**config.mk**
```make
export PLATFORM = sky130hd
export DESIGN_NAME = inst_decoder_flat
export DESIGN_NICKNAME = d
export VERILOG_FILES = /design/src/source/rv_pipe_pkg.sv /design/src/source/pipe_if.sv /design/src/source/inst_decoder.sv /design/src/flat_wrapper.sv
export SDC_FILE = /design/constraint.sdc
export NUM_CORES = 1
export LEC_CHECK = 0
export BUFFER_PORTS_ARGS = -buffer_cell sky130_fd_sc_hd__buf_2
export CAP_MARGIN = 0
export CORE_AREA = 8 8 180 182
export CTS_CLUSTER_SIZE = 10
export DETAILED_ROUTE_END_ITERATION = 16
export DIE_AREA = 0 0 188 190
export PLACE_DENSITY = 0.45
export SLEW_MARGIN = 20
export SYNTH_ARGS = -nofsm -noshare
export SYNTH_HDL_FRONTEND = slang
export SYNTH_SLANG_ARGS = --single-unit
```
**constraint.sdc**
```tcl
create_clock -name clk -period 4.5 [get_ports clk]
set_input_delay 0.45 -clock clk [delete_from_list [all_inputs] [get_ports clk]]
set_output_delay 0.45 -clock clk [all_outputs]
set_load 0.01 [all_outputs]
```
**src/source/rv_pipe_pkg.sv**
```systemverilog
`default_nettype none

package rv_pipe_pkg;

    localparam int xlen = 64;
    localparam int reg_addr_width = 5;
    localparam int dmem_words = 32;
    localparam int dmem_addr_width = $clog2(dmem_words);

    localparam logic [6:0] op_reg = 7'b0110011;
    localparam logic [6:0] op_imm = 7'b0010011;
    localparam logic [6:0] op_load = 7'b0000011;
    localparam logic [6:0] op_store = 7'b0100011;

    localparam logic [2:0] f3_add_sub = 3'b000; // also addi.
    localparam logic [2:0] f3_xor = 3'b100;
    localparam logic [2:0] f3_or = 3'b110;
    localparam logic [2:0] f3_and = 3'b111;
    localparam logic [2:0] f3_double = 3'b011; // ld and sd.

    localparam logic [6:0] f7_base = 7'b0000000;
    localparam logic [6:0] f7_sub = 7'b0100000;

    typedef enum logic [2:0] {
        alu_add,
        alu_sub,
        alu_and,
        alu_or,
        alu_xor
    } alu_op_e;

    typedef enum logic [1:0] {
        fwd_none,
        fwd_mem,
        fwd_wb
    } fwd_sel_e;

    typedef union packed {
        struct packed {
            logic [6:0] funct7;
            logic [reg_addr_width-1:0] rs2;
            logic [reg_addr_width-1:0] rs1;
            logic [2:0] funct3;
            logic [reg_addr_width-1:0] rd;
            logic [6:0] opcode;
        } r_fmt;
        struct packed {
            logic [11:0] imm12;
            logic [reg_addr_width-1:0] rs1;
            logic [2:0] funct3;
            logic [reg_addr_width-1:0] rd;
            logic [6:0] opcode;
        } i_fmt;
        struct packed {
            logic [6:0] imm_hi;
            logic [reg_addr_width-1:0] rs2;
            logic [reg_addr_width-1:0] rs1;
            logic [2:0] funct3;
            logic [4:0] imm_lo;
            logic [6:0] opcode;
        } s_fmt;
    } inst_word_u;

endpackage

`default_nettype wire
```
**src/source/pipe_if.sv**
```systemverilog
`timescale 1ns/1ps
`default_nettype none

interface issue_if
    import rv_pipe_pkg::*;
();
    logic valid;
    alu_op_e alu_op;
    logic [reg_addr_width-1:0] rd;
    logic writes_rd;
    logic is_load;
    logic is_store;
    logic [xlen-1:0] rs1_data;
    logic [xlen-1:0] rs2_data;
    logic [xlen-1:0] imm;
    logic use_imm;
    fwd_sel_e fwd_a;
    fwd_sel_e fwd_b;

    modport src (output valid, alu_op, rd, writes_rd, is_load, is_store,
                 rs1_data, rs2_data, imm, use_imm, fwd_a, fwd_b);
    modport dst (input valid, alu_op, rd, writes_rd, is_load, is_store,
                 rs1_data, rs2_data, imm, use_imm, fwd_a, fwd_b);
endinterface

interface result_if
    import rv_pipe_pkg::*;
();
    logic valid;
    logic [reg_addr_width-1:0] rd;
    logic writes_rd; // never set for x0.
    logic is_load;
    logic [xlen-1:0] data;

    modport src (output valid, rd, writes_rd, is_load, data);
    modport dst (input valid, rd, writes_rd, is_load, data);
    modport snoop (input valid, rd, writes_rd, is_load, data);
    modport sink (input valid, rd, writes_rd, is_load, data);
endinterface

`default_nettype wire

```
**src/source/inst_decoder.sv**
```systemverilog
`timescale 1ns/1ps
`default_nettype none

module inst_decoder
    import rv_pipe_pkg::*;
(
    input  logic clk,
    input  logic reset,
    input  inst_word_u inst,
    input  logic inst_valid,
    input  logic stall,
    input  fwd_sel_e fwd_a,
    input  fwd_sel_e fwd_b,
    output logic [reg_addr_width-1:0] rs1,
    output logic [reg_addr_width-1:0] rs2,
    output logic uses_rs1,
    output logic uses_rs2,
    output logic id_valid,
    output logic [reg_addr_width-1:0] rd_addr_a,
    output logic [reg_addr_width-1:0] rd_addr_b,
    input  logic [xlen-1:0] rd_data_a,
    input  logic [xlen-1:0] rd_data_b,
    issue_if.src issue,
    result_if.src ex_res
);

    logic id_valid_q;
    inst_word_u id_inst;
    logic dec_ok;
    alu_op_e dec_alu_op;
    logic [xlen-1:0] dec_imm;
    logic dec_use_imm;
    logic dec_writes;
    logic dec_load;
    logic dec_store;

    always_comb begin
        dec_ok = 1'b0;
        dec_alu_op = alu_add; // loads and stores add the offset.
        dec_imm = {{(xlen-12){id_inst.i_fmt.imm12[11]}}, id_inst.i_fmt.imm12};
        dec_use_imm = 1'b1;
        dec_writes = 1'b0;
        dec_load = 1'b0;
        dec_store = 1'b0;
        uses_rs1 = 1'b1;
        uses_rs2 = 1'b0;
        case (id_inst.r_fmt.opcode)
            op_reg: begin
                dec_use_imm = 1'b0;
                dec_writes = 1'b1;
                uses_rs2 = 1'b1;
                dec_ok = 1'b1;
                if (id_inst.r_fmt.funct7 == f7_sub && id_inst.r_fmt.funct3 == f3_add_sub) begin
                    dec_alu_op = alu_sub;
                end else if (id_inst.r_fmt.funct7 != f7_base) begin
                    dec_ok = 1'b0;
                end else begin
                    case (id_inst.r_fmt.funct3)
                        f3_add_sub: dec_alu_op = alu_add;
                        f3_xor: dec_alu_op = alu_xor;
                        f3_or: dec_alu_op = alu_or;
                        f3_and: dec_alu_op = alu_and;
                        default: dec_ok = 1'b0;
                    endcase
                end
            end
            op_imm: begin
                dec_writes = 1'b1;
                dec_ok = (id_inst.i_fmt.funct3 == f3_add_sub);
            end
            op_load: begin
                dec_writes = 1'b1;
                dec_load = 1'b1;
                dec_ok = (id_inst.i_fmt.funct3 == f3_double);
            end
            op_store: begin
                dec_imm = {{(xlen-12){id_inst.s_fmt.imm_hi[6]}},
                           id_inst.s_fmt.imm_hi, id_inst.s_fmt.imm_lo};
                dec_store = 1'b1;
                uses_rs2 = 1'b1;
                dec_ok = (id_inst.s_fmt.funct3 == f3_double);
            end
            default: dec_ok = 1'b0;
        endcase
        if (!dec_ok) begin
            uses_rs1 = 1'b0; // unsupported words travel on as bubbles.
            uses_rs2 = 1'b0;
        end
    end

    assign rs1 = id_inst.r_fmt.rs1;
    assign rs2 = id_inst.r_fmt.rs2;
    assign rd_addr_a = id_inst.r_fmt.rs1;
    assign rd_addr_b = id_inst.r_fmt.rs2;
    assign id_valid = id_valid_q && dec_ok;

    always_ff @(posedge clk) begin
        if (reset) begin
            id_valid_q <= 1'b0;
            issue.valid <= 1'b0;
        end else begin
            if (!stall) begin
                id_valid_q <= inst_valid;
            end
            issue.valid <= id_valid && !stall; // a stall sends a bubble into execute.
        end
    end

    always_ff @(posedge clk) begin
        if (!stall) begin
            id_inst <= inst;
        end
        issue.alu_op <= dec_alu_op;
        issue.rd <= id_inst.r_fmt.rd;
        issue.writes_rd <= dec_writes && (id_inst.r_fmt.rd != '0);
        issue.is_load <= dec_load;
        issue.is_store <= dec_store;
        issue.rs1_data <= rd_data_a;
        issue.rs2_data <= rd_data_b;
        issue.imm <= dec_imm;
        issue.use_imm <= dec_use_imm;
        issue.fwd_a <= fwd_a;
        issue.fwd_b <= fwd_b;
    end

    assign ex_res.valid = issue.valid;
    assign ex_res.rd = issue.rd;
    assign ex_res.writes_rd = issue.writes_rd;
    assign ex_res.is_load = issue.is_load;
    assign ex_res.data = '0; // the result is only known at the end of execute.

endmodule

`default_nettype wire

```
**src/flat_wrapper.sv**
```systemverilog
// flat-port wrapper written by rule: the top's interface ports become plain ports
module inst_decoder_flat import rv_pipe_pkg::*;
  (clk, reset, inst, inst_valid, stall, fwd_a, fwd_b, rs1, rs2, uses_rs1, uses_rs2, id_valid, rd_addr_a, rd_addr_b, rd_data_a, rd_data_b, issue_valid, issue_alu_op, issue_rd, issue_writes_rd, issue_is_load, issue_is_store, issue_rs1_data, issue_rs2_data, issue_imm, issue_use_imm, issue_fwd_a, issue_fwd_b, ex_res_valid, ex_res_rd, ex_res_writes_rd, ex_res_is_load, ex_res_data);
  issue_if issue_i ();
  result_if ex_res_i ();
  input  logic clk;
  input  logic reset;
  input  inst_word_u inst;
  input  logic inst_valid;
  input  logic stall;
  input  fwd_sel_e fwd_a;
  input  fwd_sel_e fwd_b;
  output logic [reg_addr_width-1:0] rs1;
  output logic [reg_addr_width-1:0] rs2;
  output logic uses_rs1;
  output logic uses_rs2;
  output logic id_valid;
  output logic [reg_addr_width-1:0] rd_addr_a;
  output logic [reg_addr_width-1:0] rd_addr_b;
  input  logic [xlen-1:0] rd_data_a;
  input  logic [xlen-1:0] rd_data_b;
  output wire logic [$bits(issue_i.valid)-1:0] issue_valid;
  output wire logic [$bits(issue_i.alu_op)-1:0] issue_alu_op;
  output wire logic [$bits(issue_i.rd)-1:0] issue_rd;
  output wire logic [$bits(issue_i.writes_rd)-1:0] issue_writes_rd;
  output wire logic [$bits(issue_i.is_load)-1:0] issue_is_load;
  output wire logic [$bits(issue_i.is_store)-1:0] issue_is_store;
  output wire logic [$bits(issue_i.rs1_data)-1:0] issue_rs1_data;
  output wire logic [$bits(issue_i.rs2_data)-1:0] issue_rs2_data;
  output wire logic [$bits(issue_i.imm)-1:0] issue_imm;
  output wire logic [$bits(issue_i.use_imm)-1:0] issue_use_imm;
  output wire logic [$bits(issue_i.fwd_a)-1:0] issue_fwd_a;
  output wire logic [$bits(issue_i.fwd_b)-1:0] issue_fwd_b;
  output wire logic [$bits(ex_res_i.valid)-1:0] ex_res_valid;
  output wire logic [$bits(ex_res_i.rd)-1:0] ex_res_rd;
  output wire logic [$bits(ex_res_i.writes_rd)-1:0] ex_res_writes_rd;
  output wire logic [$bits(ex_res_i.is_load)-1:0] ex_res_is_load;
  output wire logic [$bits(ex_res_i.data)-1:0] ex_res_data;
  assign issue_valid = issue_i.valid;
  assign issue_alu_op = issue_i.alu_op;
  assign issue_rd = issue_i.rd;
  assign issue_writes_rd = issue_i.writes_rd;
  assign issue_is_load = issue_i.is_load;
  assign issue_is_store = issue_i.is_store;
  assign issue_rs1_data = issue_i.rs1_data;
  assign issue_rs2_data = issue_i.rs2_data;
  assign issue_imm = issue_i.imm;
  assign issue_use_imm = issue_i.use_imm;
  assign issue_fwd_a = issue_i.fwd_a;
  assign issue_fwd_b = issue_i.fwd_b;
  assign ex_res_valid = ex_res_i.valid;
  assign ex_res_rd = ex_res_i.rd;
  assign ex_res_writes_rd = ex_res_i.writes_rd;
  assign ex_res_is_load = ex_res_i.is_load;
  assign ex_res_data = ex_res_i.data;
  inst_decoder u_core (.clk(clk), .reset(reset), .inst(inst), .inst_valid(inst_valid), .stall(stall), .fwd_a(fwd_a), .fwd_b(fwd_b), .rs1(rs1), .rs2(rs2), .uses_rs1(uses_rs1), .uses_rs2(uses_rs2), .id_valid(id_valid), .rd_addr_a(rd_addr_a), .rd_addr_b(rd_addr_b), .rd_data_a(rd_data_a), .rd_data_b(rd_data_b), .issue(issue_i), .ex_res(ex_res_i));
endmodule
```
**Word level (Yosys, flattened, before mapping)**

Cells that the tools add are included.

- Register bits: 190
- Output and inout port bits: 304

- Equality and inequality tests: 9
- Muxes and demuxes: 15
- Bitwise logic cells: 1
- Reductions and logical operators: 13

Operators with widths:

| operator | number |
|---|---|
| 7-bit by 6-bit equality test with 1-bit output (second input constant) | 3 |
| 1-bit two-way mux | 12 |
| 3-bit equality test (second input constant) | 3 |
| 3-bit one-hot mux with 3 select lines | 1 |
| 7-bit by 2-bit equality test with 1-bit output (second input constant) | 1 |
| 7-bit by 5-bit equality test with 1-bit output (second input constant) | 1 |
| 7-bit nonzero test | 1 |
| 3-bit OR reduction | 2 |
| 5-bit two-way mux | 1 |
| 5-bit nonzero test | 1 |
| 1-bit logical AND | 4 |
| 2-bit OR reduction | 2 |
| 4-bit OR reduction | 1 |
| 3-bit by 2-bit equality test with 1-bit output (second input constant) | 1 |
| 3-bit logical NOT | 1 |
| 1-bit one-hot mux with 3 select lines | 1 |
| 1-bit logical NOT | 1 |
| 1-bit NOT | 1 |

**Depth between registers and ports, before layout**

Gate-level depths: netlist of run 1.

- Depth in word-level cells: 8
- Depth in mapped cells: 4
- Gate-level depth less buffers: 4

**Least setup slack after synthesis of run 1**

Ideal clock, no wire load.

- Path kind: reg2out
- Start: register, netlist name u_core.issue.imm[11]
- End: output issue_imm[12]
- Arrival time: 1,448 ps
- Slack: 2,602 ps
- Cell stages (with the launch flop): 2
- Buffers on the path: 1
- Path through: dfxtp_1 buf_4

RTL lines:

| item | RTL line | source |
|---|---|---|
| end: declaration | flat_wrapper.sv:30 | `output wire logic [$bits(issue_i.imm)-1:0] issue_imm;` |

No word-level cell between the ends.

**Worst setup path in the final report of run 1**

- Start: register u_core.id_inst[5] (netlist bit)
- End: output id_valid

- Longest elaborated chain between the ends: 4
- Elaborated cells on any way between the ends: 7

RTL lines:

| item | RTL line | source |
|---|---|---|
| start: declaration | inst_decoder.sv:28 | `inst_word_u id_inst;` |
| start signal: assignment | inst_decoder.sv:111 | `id_inst <= inst;` |
| 7-bit by 2-bit equality test with 1-bit output / 7-bit by 6-bit equality test with 1-bit output (equally long branches) | inst_decoder.sv:47 | `case (id_inst.r_fmt.opcode)` |
| 2-bit OR reduction (no source line) | -- |  |
| 1-bit one-hot mux with 3 select lines (*) | inst_decoder.sv:47 |  |
| 1-bit logical AND (*) | inst_decoder.sv:95 | `assign id_valid = id_valid_q && dec_ok;` |
| end: declaration | flat_wrapper.sv:17 | `output logic id_valid;` |

Every way passes the cells marked *; elsewhere a longest branch is shown, timed or not.

==> summary.md, run 1 <==
| Metric | Value |
|---|---|
| Crit path launch type | `flop` |
| Top cells by area, synth | `dfxtp_1, buf_4, edfxtp_1, mux2_2, nor2_1` |
| Most frequent cells after synthesis | `dfxtp_1, buf_4, edfxtp_1, nor2_1, nand2_1` |
| Post-synthesis cell area | `5510 um2` |
| TritonCTS Buffers | `17` |
| Count leader, synth | `dfxtp_1` |
| Endpoints failing setup | `0` |
| Worst EP arrival | `2010 ps` |
| Sequential share of the synthesized area | `74.8%` |
| Root Buffer | `clkbuf_16` |
| Postcts setup bufs | `0` |
| Global-route wire length before repair | `26,800 um` |
| Largest area contributor in the netlist | `dfxtp_1` |
| Unrepaired setup endpoints after global routing | `false` |
| Fmax | `0.406 GHz` |
| Die area | `35,700 um2` |
| WP data required | `4050 ps` |
| Final ANT Viol Nets | `0` |
| Sw Pwr | `1.01 mW` |
| DRC Markers | `0` |
| Worst R2R Path Depth | `3` |
| Crit Path Max Fanout | `7` |
| WL/cell | `17.1 um` |
| Reg2reg start | `u_core.id_inst[3]$_DFFE_PN_` |
| Pleak | `3.88 nW` |
| Rows | `63` |
| Vias/cell | `3.20` |
| Top Family by Delay on Critical Path | `simple AND/OR/NAND/NOR gates` |
| Skew-Pair Late Insertion Delay | `430 ps` |
| Max stage delay on crit path | `560 ps` |
| Clk buf depth | `2` |
| Initial antenna violation count | `6` |
| GRT Overall Usage | `10.3%` |
| Sequential share of power | `50.0%` |
| Final Max Tran Viols | `0` |
| Nets | `893` |
| IO Port Bufs | `407` |
| Internal | `2.74 mW` |
| H-tree depth | `4` |
| HPWL Detailed | `16,200 um` |
| Worst VDD drop | `0.000210 V` |
| Largest net degree at the start of global routing | `54` |
| DR iter-0 viols | `91` |
| R2R Setup Slk | `2680 ps` |
| Final TNS setup | `0 ps` |
| Synth top area share | `57.4%` |
| Period utilisation layout | `54.8%` |
| Length of routed wiring on met1 | `5590 um` |
| CP Capture Type | `output port` |
| Yosys reg bits | `190` |
| Status | `finished clean` |
| Core area | `29,400 um2` |
| Clk sink count | `190` |
| Uppermost layer routed | `met5` |
| Post-Syn Area per Cell | `14.5 um2` |
| Netlist cell types | `25` |
| Comb pwr share | `8.8%` |
| Total number of vias | `3,613` |
| Total of warnings raised by yosys | `0` |
| Asr flop ratio synth | `0%` |
| WL final | `19,300 um` |
| Hold Path Class | `in -> reg` |
| Sw Share | `26.9%` |
| Die width | `188 um` |
| CP Cell Sequence | `or4b_1, a21oi_1, a31oi_1, nor2_1, buf_2` |
| Hold Crit Depth | `1` |
| Pwr dens | `479 nW/um2` |
| Total gr overflow | `0` |
| Placed insts | `1,096` |
| DR WL met3 | `3420 um` |
| Routability Congestion | `0.755` |
| CP max stage cell | `or4b_1` |
| Layout overhead on the synthesized area | `41.8%` |
| Worst Max-Slew Pin Slew | `597 ps` |
| Clk_skew | `11.5 ps` |
| Post-route insts no fill | `1,130` |
| CTS tree | `done` |
| Final Hold Fails | `0` |
| Seq. cell area | `4130 um2` |
| RR Endpoint | `u_core.issue.imm[2]$_DFF_P_` |
| Die height | `190 um` |
| Post-synth EDFFs | `32` |
| Share of layout cells above drive strength 1 | `61.1%` |
| Min Tclk post-route | `2460 ps` |
| Cell count after synthesis | `379` |
| Min-delay src | `rd_data_a[12]` |
| Fin area | `7810 um2` |
| Worst setup path category | `reg -> out` |
| Initial Util | `18.7%` |
| Post-cts repair resize count | `0` |
| Count of hold-fix buffers inserted at cts | `0` |
| Vias in the first global route | `3,994` |
| Number of detailed-route iterations in the first pass | `6` |
| Top_reg_cell synth | `dfxtp_1` |
| Io pins | `472` |
| Max cap viols | `0` |
| Area of the multi-input gates | `536 um2` |
| WHS Endpoint | `u_core.issue.rs1_data[12]$_DFF_P_` |
| WP buf/inv | `1` |
| Routed wl met2 | `10,000 um` |
| Clock transition at the registers of the reported paths | `80 ps` |
| Clock Power Share | `41.2%` |
| Relative slew slack | `60.2%` |
| # fillers | `3,155` |
| Dpl cell area | `7200 um2` |
==> cell type report <==
cell class                      count  share of cell area, %
Antenna cell                        2                 0.0641
Timing Repair Buffer              408                   26.2
Inverter                            2                 0.0961
Clock buffer                       17                   5.44
Clock inverter                     15                   2.34
Multi-Input combinational cell    106                   6.85
Tap cell                          390                   6.24
Sequential cell                   190                   52.8
==> per-stage QoR <==
stage	setup WS, ps	util, %	hold slack, ps	power (mW)
after floorplan	2600	-	349	2.14
after global placement	2500	24.5	356	2.25
after detailed placement	2470	24.5	365	2.25
after CTS	2000	26.6	84.2	3.82
after global routing	1880	26.6	84.0	3.92
final	2040	26.6	116	3.74
==> how the worst max path moves through the flow <==
stage,start,to,slack (ps),cells after the start
floorplan,u_core.issue.imm[11]$_DFF_P_,issue_imm[12],2600,1
global placement,u_core.id_inst[28]$_DFFE_PN_,uses_rs1,2500,5
detailed placement,u_core.id_inst[28]$_DFFE_PN_,id_valid,2470,5
CTS,u_core.id_inst[28]$_DFFE_PN_,id_valid,2000,5
global route,u_core.id_inst[5]$_DFFE_PN_,id_valid,1880,5
finish,u_core.id_inst[5]$_DFFE_PN_,id_valid,2040,5
==> cell usage in the layout, fill, tap and decap left out <==
cell type and count:
o21ai_0 2, nor3_1 2, inv_8 4, dfxtp_1 157, nor2b_1 2, nor2_1 8
nor3b_1 1, or4_1 1, nand3b_1 1, clkinv_4 2, a21oi_1 3, nand2_1 6
dfxtp_2 1, or4_4 1, clkinv_2 1, inv_1 2, nor4_4 1, buf_2 407
conb_1 64, mux2i_1 1, edfxtp_1 32, a31oi_1 1, nand2b_1 1, inv_6 2
nor4_2 1, clkinv_8 2, clkbuf_16 17, or4b_1 1, nand3_1 2, diode_2 2
nand4_2 1, mux2_2 5, inv_12 4, buf_4 1, nor3_4 1
==> cells by family after synthesis <==
group | count (synthesis) | share of synthesized area (%)
simple gates | 30 | 3.59
other cells | 1 | 0.0680
compound gates | 6 | 0.568
flops | 190 | 74.8
mux | 6 | 1.20
buf+inv | 146 | 19.8
==> registers in the layout, indices dropped and copies added (netlist names), 2 cells and up <==
register,flops
u_core.issue.alu_op,3
u_core.issue.rs1_data,64
u_core.issue.imm,12
u_core.issue.fwd_b,2
u_core.issue.rs2_data,64
u_core.id_inst,32
u_core.ex_res.rd,5
u_core.issue.fwd_a,2
==> power groups by stage <==
stage	clock, mW	sequential [mW]	combinational, mW
floorplan	0	1.95	0.188
detailed placement	0	1.91	0.335
finish	1.54	1.87	0.328
global route	1.67	1.89	0.360
global placement	0	1.91	0.337
CTS	1.61	1.88	0.336
==> layer usage <==
metal,vias up,track usage (%)
li1,1701,-
met1,1616,8.00
met2,272,18.7
met3,18,8.57
met4,6,3.30
met5,-,0
Note: power is estimated with default switching activity, not from simulation.
==> inputs of run 2 (changes only) <==
Settings changed: CORE_AREA 8 8 180 182 to 8 8 176 178, DIE_AREA 0 0 188 190 to 0 0 184 186, PLACE_DENSITY 0.45 to 0.49.
Clock period 4.5 ns to 2.2 ns, I/O delays scaled along.
==> run 2 against run 1 <==
The flow now finishes with violations (negative setup slack). Setup slack worse by 2100 ps. Non-clock buffer count up 169. Hold slack worse by 83 ps. Largest power group unchanged. Largest cell class unchanged. Combinational power rose to 2.9 times the previous value. Die area down 4.2%. Design area up 22%.
==> summary.md, run 2 (synthesis gave the netlist of run 1 again) <==
| Metric | Value |
|---|---|
| Skew-Pair Late Insertion Delay | `430 ps` |
| Final hold slack | `33.0 ps` |
| DR iter-0 viols | `83` |
| DR WL met3 | `3720 um` |
| Worst VDD drop | `0.000543 V` |
| Rows | `62` |
| Total gr overflow | `0` |
| Routed wl met2 | `11,000 um` |
| # fillers | `2,869` |
| Fmax | `0.449 GHz` |
| GRT Overall Usage | `11.9%` |
| TritonCTS Buffers | `17` |
| Vias in the first global route | `4,954` |
| Min Tclk post-route | `2230 ps` |
| Pwr dens | `853 nW/um2` |
| WL/cell | `16.6 um` |
| Die area | `34,200 um2` |
| WP data required | `1980 ps` |
| Vias/cell | `3.34` |
| CTS tree | `done` |
| Initial antenna violation count | `2` |
| Largest net degree at the start of global routing | `54` |
| Max cap viols | `0` |
| Clk_skew | `14.2 ps` |
| Layout overhead on the synthesized area | `73.2%` |
| Unrepaired setup endpoints after global routing | `true` |
| Length of routed wiring on met1 | `6570 um` |
| Pleak | `4.61 nW` |
| Endpoints failing setup | `3` |
| Commonest cells after routing, fill and taps aside | `buf_2, dlygate4sd3_1, dfxtp_1` |
| H-tree depth | `4` |
| Seq. cell area | `4120 um2` |
| Crit path launch type | `flop` |
| Worst EP arrival | `2010 ps` |
| Worst setup path category | `reg -> out` |
| Clk sink count | `190` |
| Area of the multi-input gates | `554 um2` |
| Nets | `1,062` |
| Commonest non-fill, non-tap cell in the layout | `buf_2` |
| Final Max Tran Viols | `0` |
| DRC Markers | `0` |
| Root Buffer | `clkbuf_16` |
| Placed insts | `1,092` |
| Number of detailed-route iterations in the first pass | `4` |
| IO Port Bufs | `407` |
| Final Hold Fails | `0` |
| Post-route insts no fill | `1,293` |
| R2R Setup Slk | `320 ps` |
| Clock transition at the registers of the reported paths | `80 ps` |
| Hold Path Class | `in -> reg` |
| Uppermost layer routed | `met4` |
| Total number of vias | `4,323` |
| Status | `complete, but fails checks` |
| Failing checks | `negative setup slack` |
| Routability Congestion | `0.819` |
| Final worst slack | `-28.4 ps` |
| Clk buf depth | `2` |
| Die height | `186 um` |
| Regs by FF count | `u_core.issue.rs1_data x64, u_core.issue.rs2_data x64, u_core.id_inst x32` |
| HPWL Detailed | `16,800 um` |
| Period utilisation layout | `101%` |
| Final ANT Viol Nets | `0` |
| Die width | `184 um` |
| WL final | `21,500 um` |
| Crit Path Max Fanout | `4` |
| CP Capture Type | `output port` |
| Global-route wire length before repair | `30,000 um` |
| Io pins | `472` |
| Share of layout cells above drive strength 1 | `50.4%` |
| Initial Util | `19.5%` |
| Core area | `28,200 um2` |
==> run 2: changes by cell type in the layout (fill, tap and decap cells not counted), sizes merged <==
| cell | previous run | this run |
|---|---|---|
| buf | 408 | 413 |
| clkinv | 5 | 4 |
| dlygate4sd3 | 0 | 164 |
| inv | 12 | 13 |
==> run 2: cell type report <==
type	instances	area share [%]
multi-input cells	106	5.81
diodes	2	0.0524
clock buffers	17	4.46
inverters	2	0.0787
flip-flops and latches	190	43.2
well taps	384	5.03
clock inverters	15	2.35
repair buffers	577	39.0
==> run 2: power breakdown <==
group / leakage, nW / internal [mW] / total (mW) / switching (mW)
clock network: 0.313 / 1.63 / 3.37 / 1.74
registers: 1.64 / 3.74 / 3.82 / 0.0790
logic: 2.65 / 0.488 / 0.953 / 0.465
==> run 2: timing repair <==
action,CTS,global route
pin swaps,0,4
setup endpoints to repair,3,3
endpoints found under the hold margin,162,2
hold buffers,162,2
resized for setup,1,2
buffers inserted,2,1
==> run 2: routing by layer <==
layer,GRT usage [%],up-vias
li1,-,2040
met5,0,-
met1,10.5,1990
met4,3.45,0
met2,21.0,282
met3,8.80,11
==> run 2: final timing paths <==
check	startpoint	endpoint	cells after the start
setup reg to reg	u_core.id_inst[31]$_DFFE_PN_	u_core.issue.alu_op[2]$_SDFF_PP0_	6
hold reg to reg	u_core.id_inst[31]$_DFFE_PN_	u_core.issue.imm[11]$_DFF_P_	0
setup / recovery	u_core.id_inst[31]$_DFFE_PN_	uses_rs2	5
hold / removal	inst[26]	u_core.id_inst[26]$_DFFE_PN_	1
==> run 2: critical path, stage by stage, from the launching register on <==
cell and delay (ps):
edfxtp_1 390, or4_4 560, nor3_4 260, a31oi_4 130, nor2_1 110, buf_2 140
==> run 2: stage by stage <==
| step | cell area, um2 | total power, mW | utilization (%) | worst slack, ps | setup TNS, ps |
|---|---|---|---|---|---|
| detailed placement | 7210 | 4.61 | 25.5 | 407 | 0 |
| finish | 9540 | 8.14 | 33.8 | -28.4 | -68.1 |
| global placement | 7210 | 4.61 | 25.5 | 429 | 0 |
| global route | 9540 | 8.54 | 33.8 | -125 | -373 |
| CTS | 9500 | 8.28 | 33.6 | -27.3 | -66.4 |
| floorplan | 5750 | 4.37 | - | 532 | 0 |
==> inputs of run 3 (changes only) <==
Settings changed: ABC_CLOCK_PERIOD_IN_PS set to 2200, CELL_PAD_IN_SITES_DETAIL_PLACEMENT set to 0, CELL_PAD_IN_SITES_GLOBAL_PLACEMENT set to 1, CORE_AREA 8 8 176 178 to 8 8 175 177, DIE_AREA 0 0 184 186 to 0 0 183 185, PLACE_DENSITY 0.49 to 0.64.
==> run 3 against run 2 <==
The flow still finishes with violations (negative setup slack). Count of clock-buffer cells in the layout increased by 2. Via count down 0.44%. Maximum frequency is 1.1% lower. Utilization is essentially flat. Power decreased by 4.3%. Non-clock buffer count unchanged. Sequential share of layout area is 0.24 points higher. Sequential cell count is the same. Highest routed layer is now met5.
==> summary.md, run 3 (synthesis gave the netlist of run 1 again) <==
| Metric | Value |
|---|---|
| Commonest non-fill, non-tap cell in the layout | `buf_2` |
| Clk sink count | `190` |
| Top Family by Delay on Critical Path | `simple AND/OR/NAND/NOR gates` |
| TritonCTS Buffers | `17` |
| Layout overhead on the synthesized area | `72.2%` |
| Number of detailed-route iterations in the first pass | `4` |
| Relative slew slack | `65.3%` |
| Vias/cell | `3.33` |
| IO Port Bufs | `407` |
| Initial Util | `19.6%` |
| Crit path launch type | `flop` |
| Max stage delay on crit path | `560 ps` |
| Internal | `5.82 mW` |
| Routability Congestion | `0.810` |
| Share of layout cells above drive strength 1 | `50.5%` |
| Worst Max-Slew Pin Slew | `517 ps` |
| Clk_skew | `8.76 ps` |
| Pleak | `4.58 nW` |
| Dpl cell area | `7210 um2` |
| Initial antenna violation count | `5` |
| Largest net degree at the start of global routing | `54` |
| Core area | `28,100 um2` |
| Final worst slack | `-53.3 ps` |
| Final ANT Viol Nets | `0` |
| GRT Overall Usage | `12.3%` |
| Clock Power Share | `38.7%` |
| Critical path depth in cells | `5` |
| Min Tclk post-route | `2250 ps` |
| Worst R2R Path Depth | `6` |
| Pwr dens | `821 nW/um2` |
| Worst VDD drop | `0.000551 V` |
| Clock transition at the registers of the reported paths | `70 ps` |
| Fin area | `9490 um2` |
| Failing checks | `negative setup slack` |
| Commonest cells after routing, fill and taps aside | `buf_2, dlygate4sd3_1, dfxtp_1` |
| Hold Path Class | `in -> reg` |
| Max cap viols | `0` |
| Total number of vias | `4,304` |
| H-tree depth | `4` |
| # fillers | `2,825` |
| Sequential share of power | `49.1%` |
| Regs by FF count | `u_core.issue.rs1_data x64, u_core.issue.rs2_data x64, u_core.id_inst x32` |
| WP buf/inv | `1` |
| Total gr overflow | `0` |
| Io pins | `472` |
| WL/cell | `17.1 um` |
| Die height | `185 um` |
| Final Max Tran Viols | `0` |
| CP Cell Sequence | `or4_4, nor3_4, a31oi_4, nor2_2, buf_2` |
| WL final | `22,200 um` |
| Sw Pwr | `1.97 mW` |
| HPWL Detailed | `17,500 um` |
| Skew-Pair Late Insertion Delay | `430 ps` |
| Unrepaired setup endpoints after global routing | `true` |
| Worst setup path category | `reg -> out` |
| Endpoints failing setup | `3` |
| Placed insts | `1,092` |
| CTS tree | `done` |
| DRC Markers | `0` |
| Global-route wire length before repair | `30,400 um` |
| Clk buf depth | `2` |
| Sw Share | `25.3%` |
| Status | `complete, but fails checks` |
| Worst EP arrival | `2030 ps` |
| Comb pwr share | `12.3%` |
| CP max stage cell | `or4_4` |
| Die area | `33,900 um2` |
| Nets | `1,062` |
| Final Hold Fails | `0` |
| Rows | `62` |
| Crit Path Max Fanout | `4` |
| CP Capture Type | `output port` |
| Root Buffer | `clkbuf_16` |
| Post-route insts no fill | `1,294` |
| WP data required | `1980 ps` |
| Period utilisation layout | `102%` |
| Fmax | `0.444 GHz` |
| Die width | `183 um` |
| DR iter-0 viols | `87` |
| Hold Crit Depth | `3` |
| Vias in the first global route | `4,874` |
-- run 3: cell types whose count changed in the layout (fill, tap and decap cells not counted), moves of 2 or more --
| cell | before | now |
|---|---|---|
| clkinv_8 | 3 | 1 |
| inv_8 | 1 | 3 |
| inv_16 | 2 | 0 |
| clkinv_2 | 0 | 2 |
| clkinv_4 | 0 | 4 |
| inv_12 | 6 | 0 |
-- run 3: layer usage --
metal  vias up  global-route usage, %  wire, um  part of all wire (%)
li1       2041                      -         -                     -
met1      1970                   10.5      6610                    30
met2       268                   21.9     11300                    51
met3        23                   9.36      3820                    17
met4         2                   4.16       404                   1.8
met5         -                      0        11                 0.050
-- run 3: tightest hold or removal path, stage by stage --
cell	delay, ps
buf_2	70
mux2i_1	50
nor2_1	80
-- run 3: what timing repair did --
| action | CTS | global route |
|---|---|---|
| hold buffers | 165 | 0 |
| hold endpoints to repair | 165 | 0 |
| pin swaps | 0 | 1 |
| buffers inserted | 1 | 1 |
| setup endpoints to repair | 3 | 3 |
| gates resized for setup | 5 | 1 |
-- run 3: through the flow --
step | setup TNS, ps | hold slack (ps) | util, % | power, mW | setup WS (ps)
4_1_cts | -380 | 5.78 | 33.7 | 7.93 | -148
6_report | -103 | 37.6 | 33.8 | 7.79 | -53.3
3_3_place_gp | 0 | 322 | 25.7 | 4.60 | 233
2_1_floorplan | 0 | 248 | - | 4.37 | 532
3_5_place_dp | 0 | 324 | 25.7 | 4.61 | 223
5_1_grt | -545 | 38.1 | 33.8 | 8.15 | -193
-- run 3: final timing paths --
kind | from | endpoint | slack (ps)
worst min register to register | u_core.id_inst[27]$_DFFE_PN_ | u_core.issue.imm[7]$_DFF_P_ | 370
worst min-delay path | inst_valid | u_core.id_valid_q$_SDFFE_PP0N_ | 40
worst max-delay path | u_core.id_inst[28]$_DFFE_PN_ | uses_rs2 | -50
worst max register to register | u_core.id_inst[28]$_DFFE_PN_ | u_core.issue.alu_op[2]$_SDFF_PP0_ | 380
-- run 3: final cells by class --
type / instances / area, um2 / area share [%]
diodes: 3 / 7.51 / 0.0791
clock buffers: 19 / 464 / 4.89
clock inverters: 13 / 120 / 1.27
inverters: 2 / 7.51 / 0.0791
multi-input cells: 106 / 559 / 5.89
flip-flops and latches: 190 / 4120 / 43.4
well taps: 384 / 480 / 5.06
repair buffers: 577 / 3730 / 39.3
-- run 3: power by group through the flow --
stage | Sequential (mW) | Combinational (mW) | Clock [mW]
after floorplan | 3.99 | 0.384 | 0
after global placement | 3.90 | 0.705 | 0
after detailed placement | 3.90 | 0.706 | 0
after CTS | 3.82 | 0.968 | 3.13
after global routing | 3.85 | 1.03 | 3.27
final | 3.82 | 0.958 | 3.01
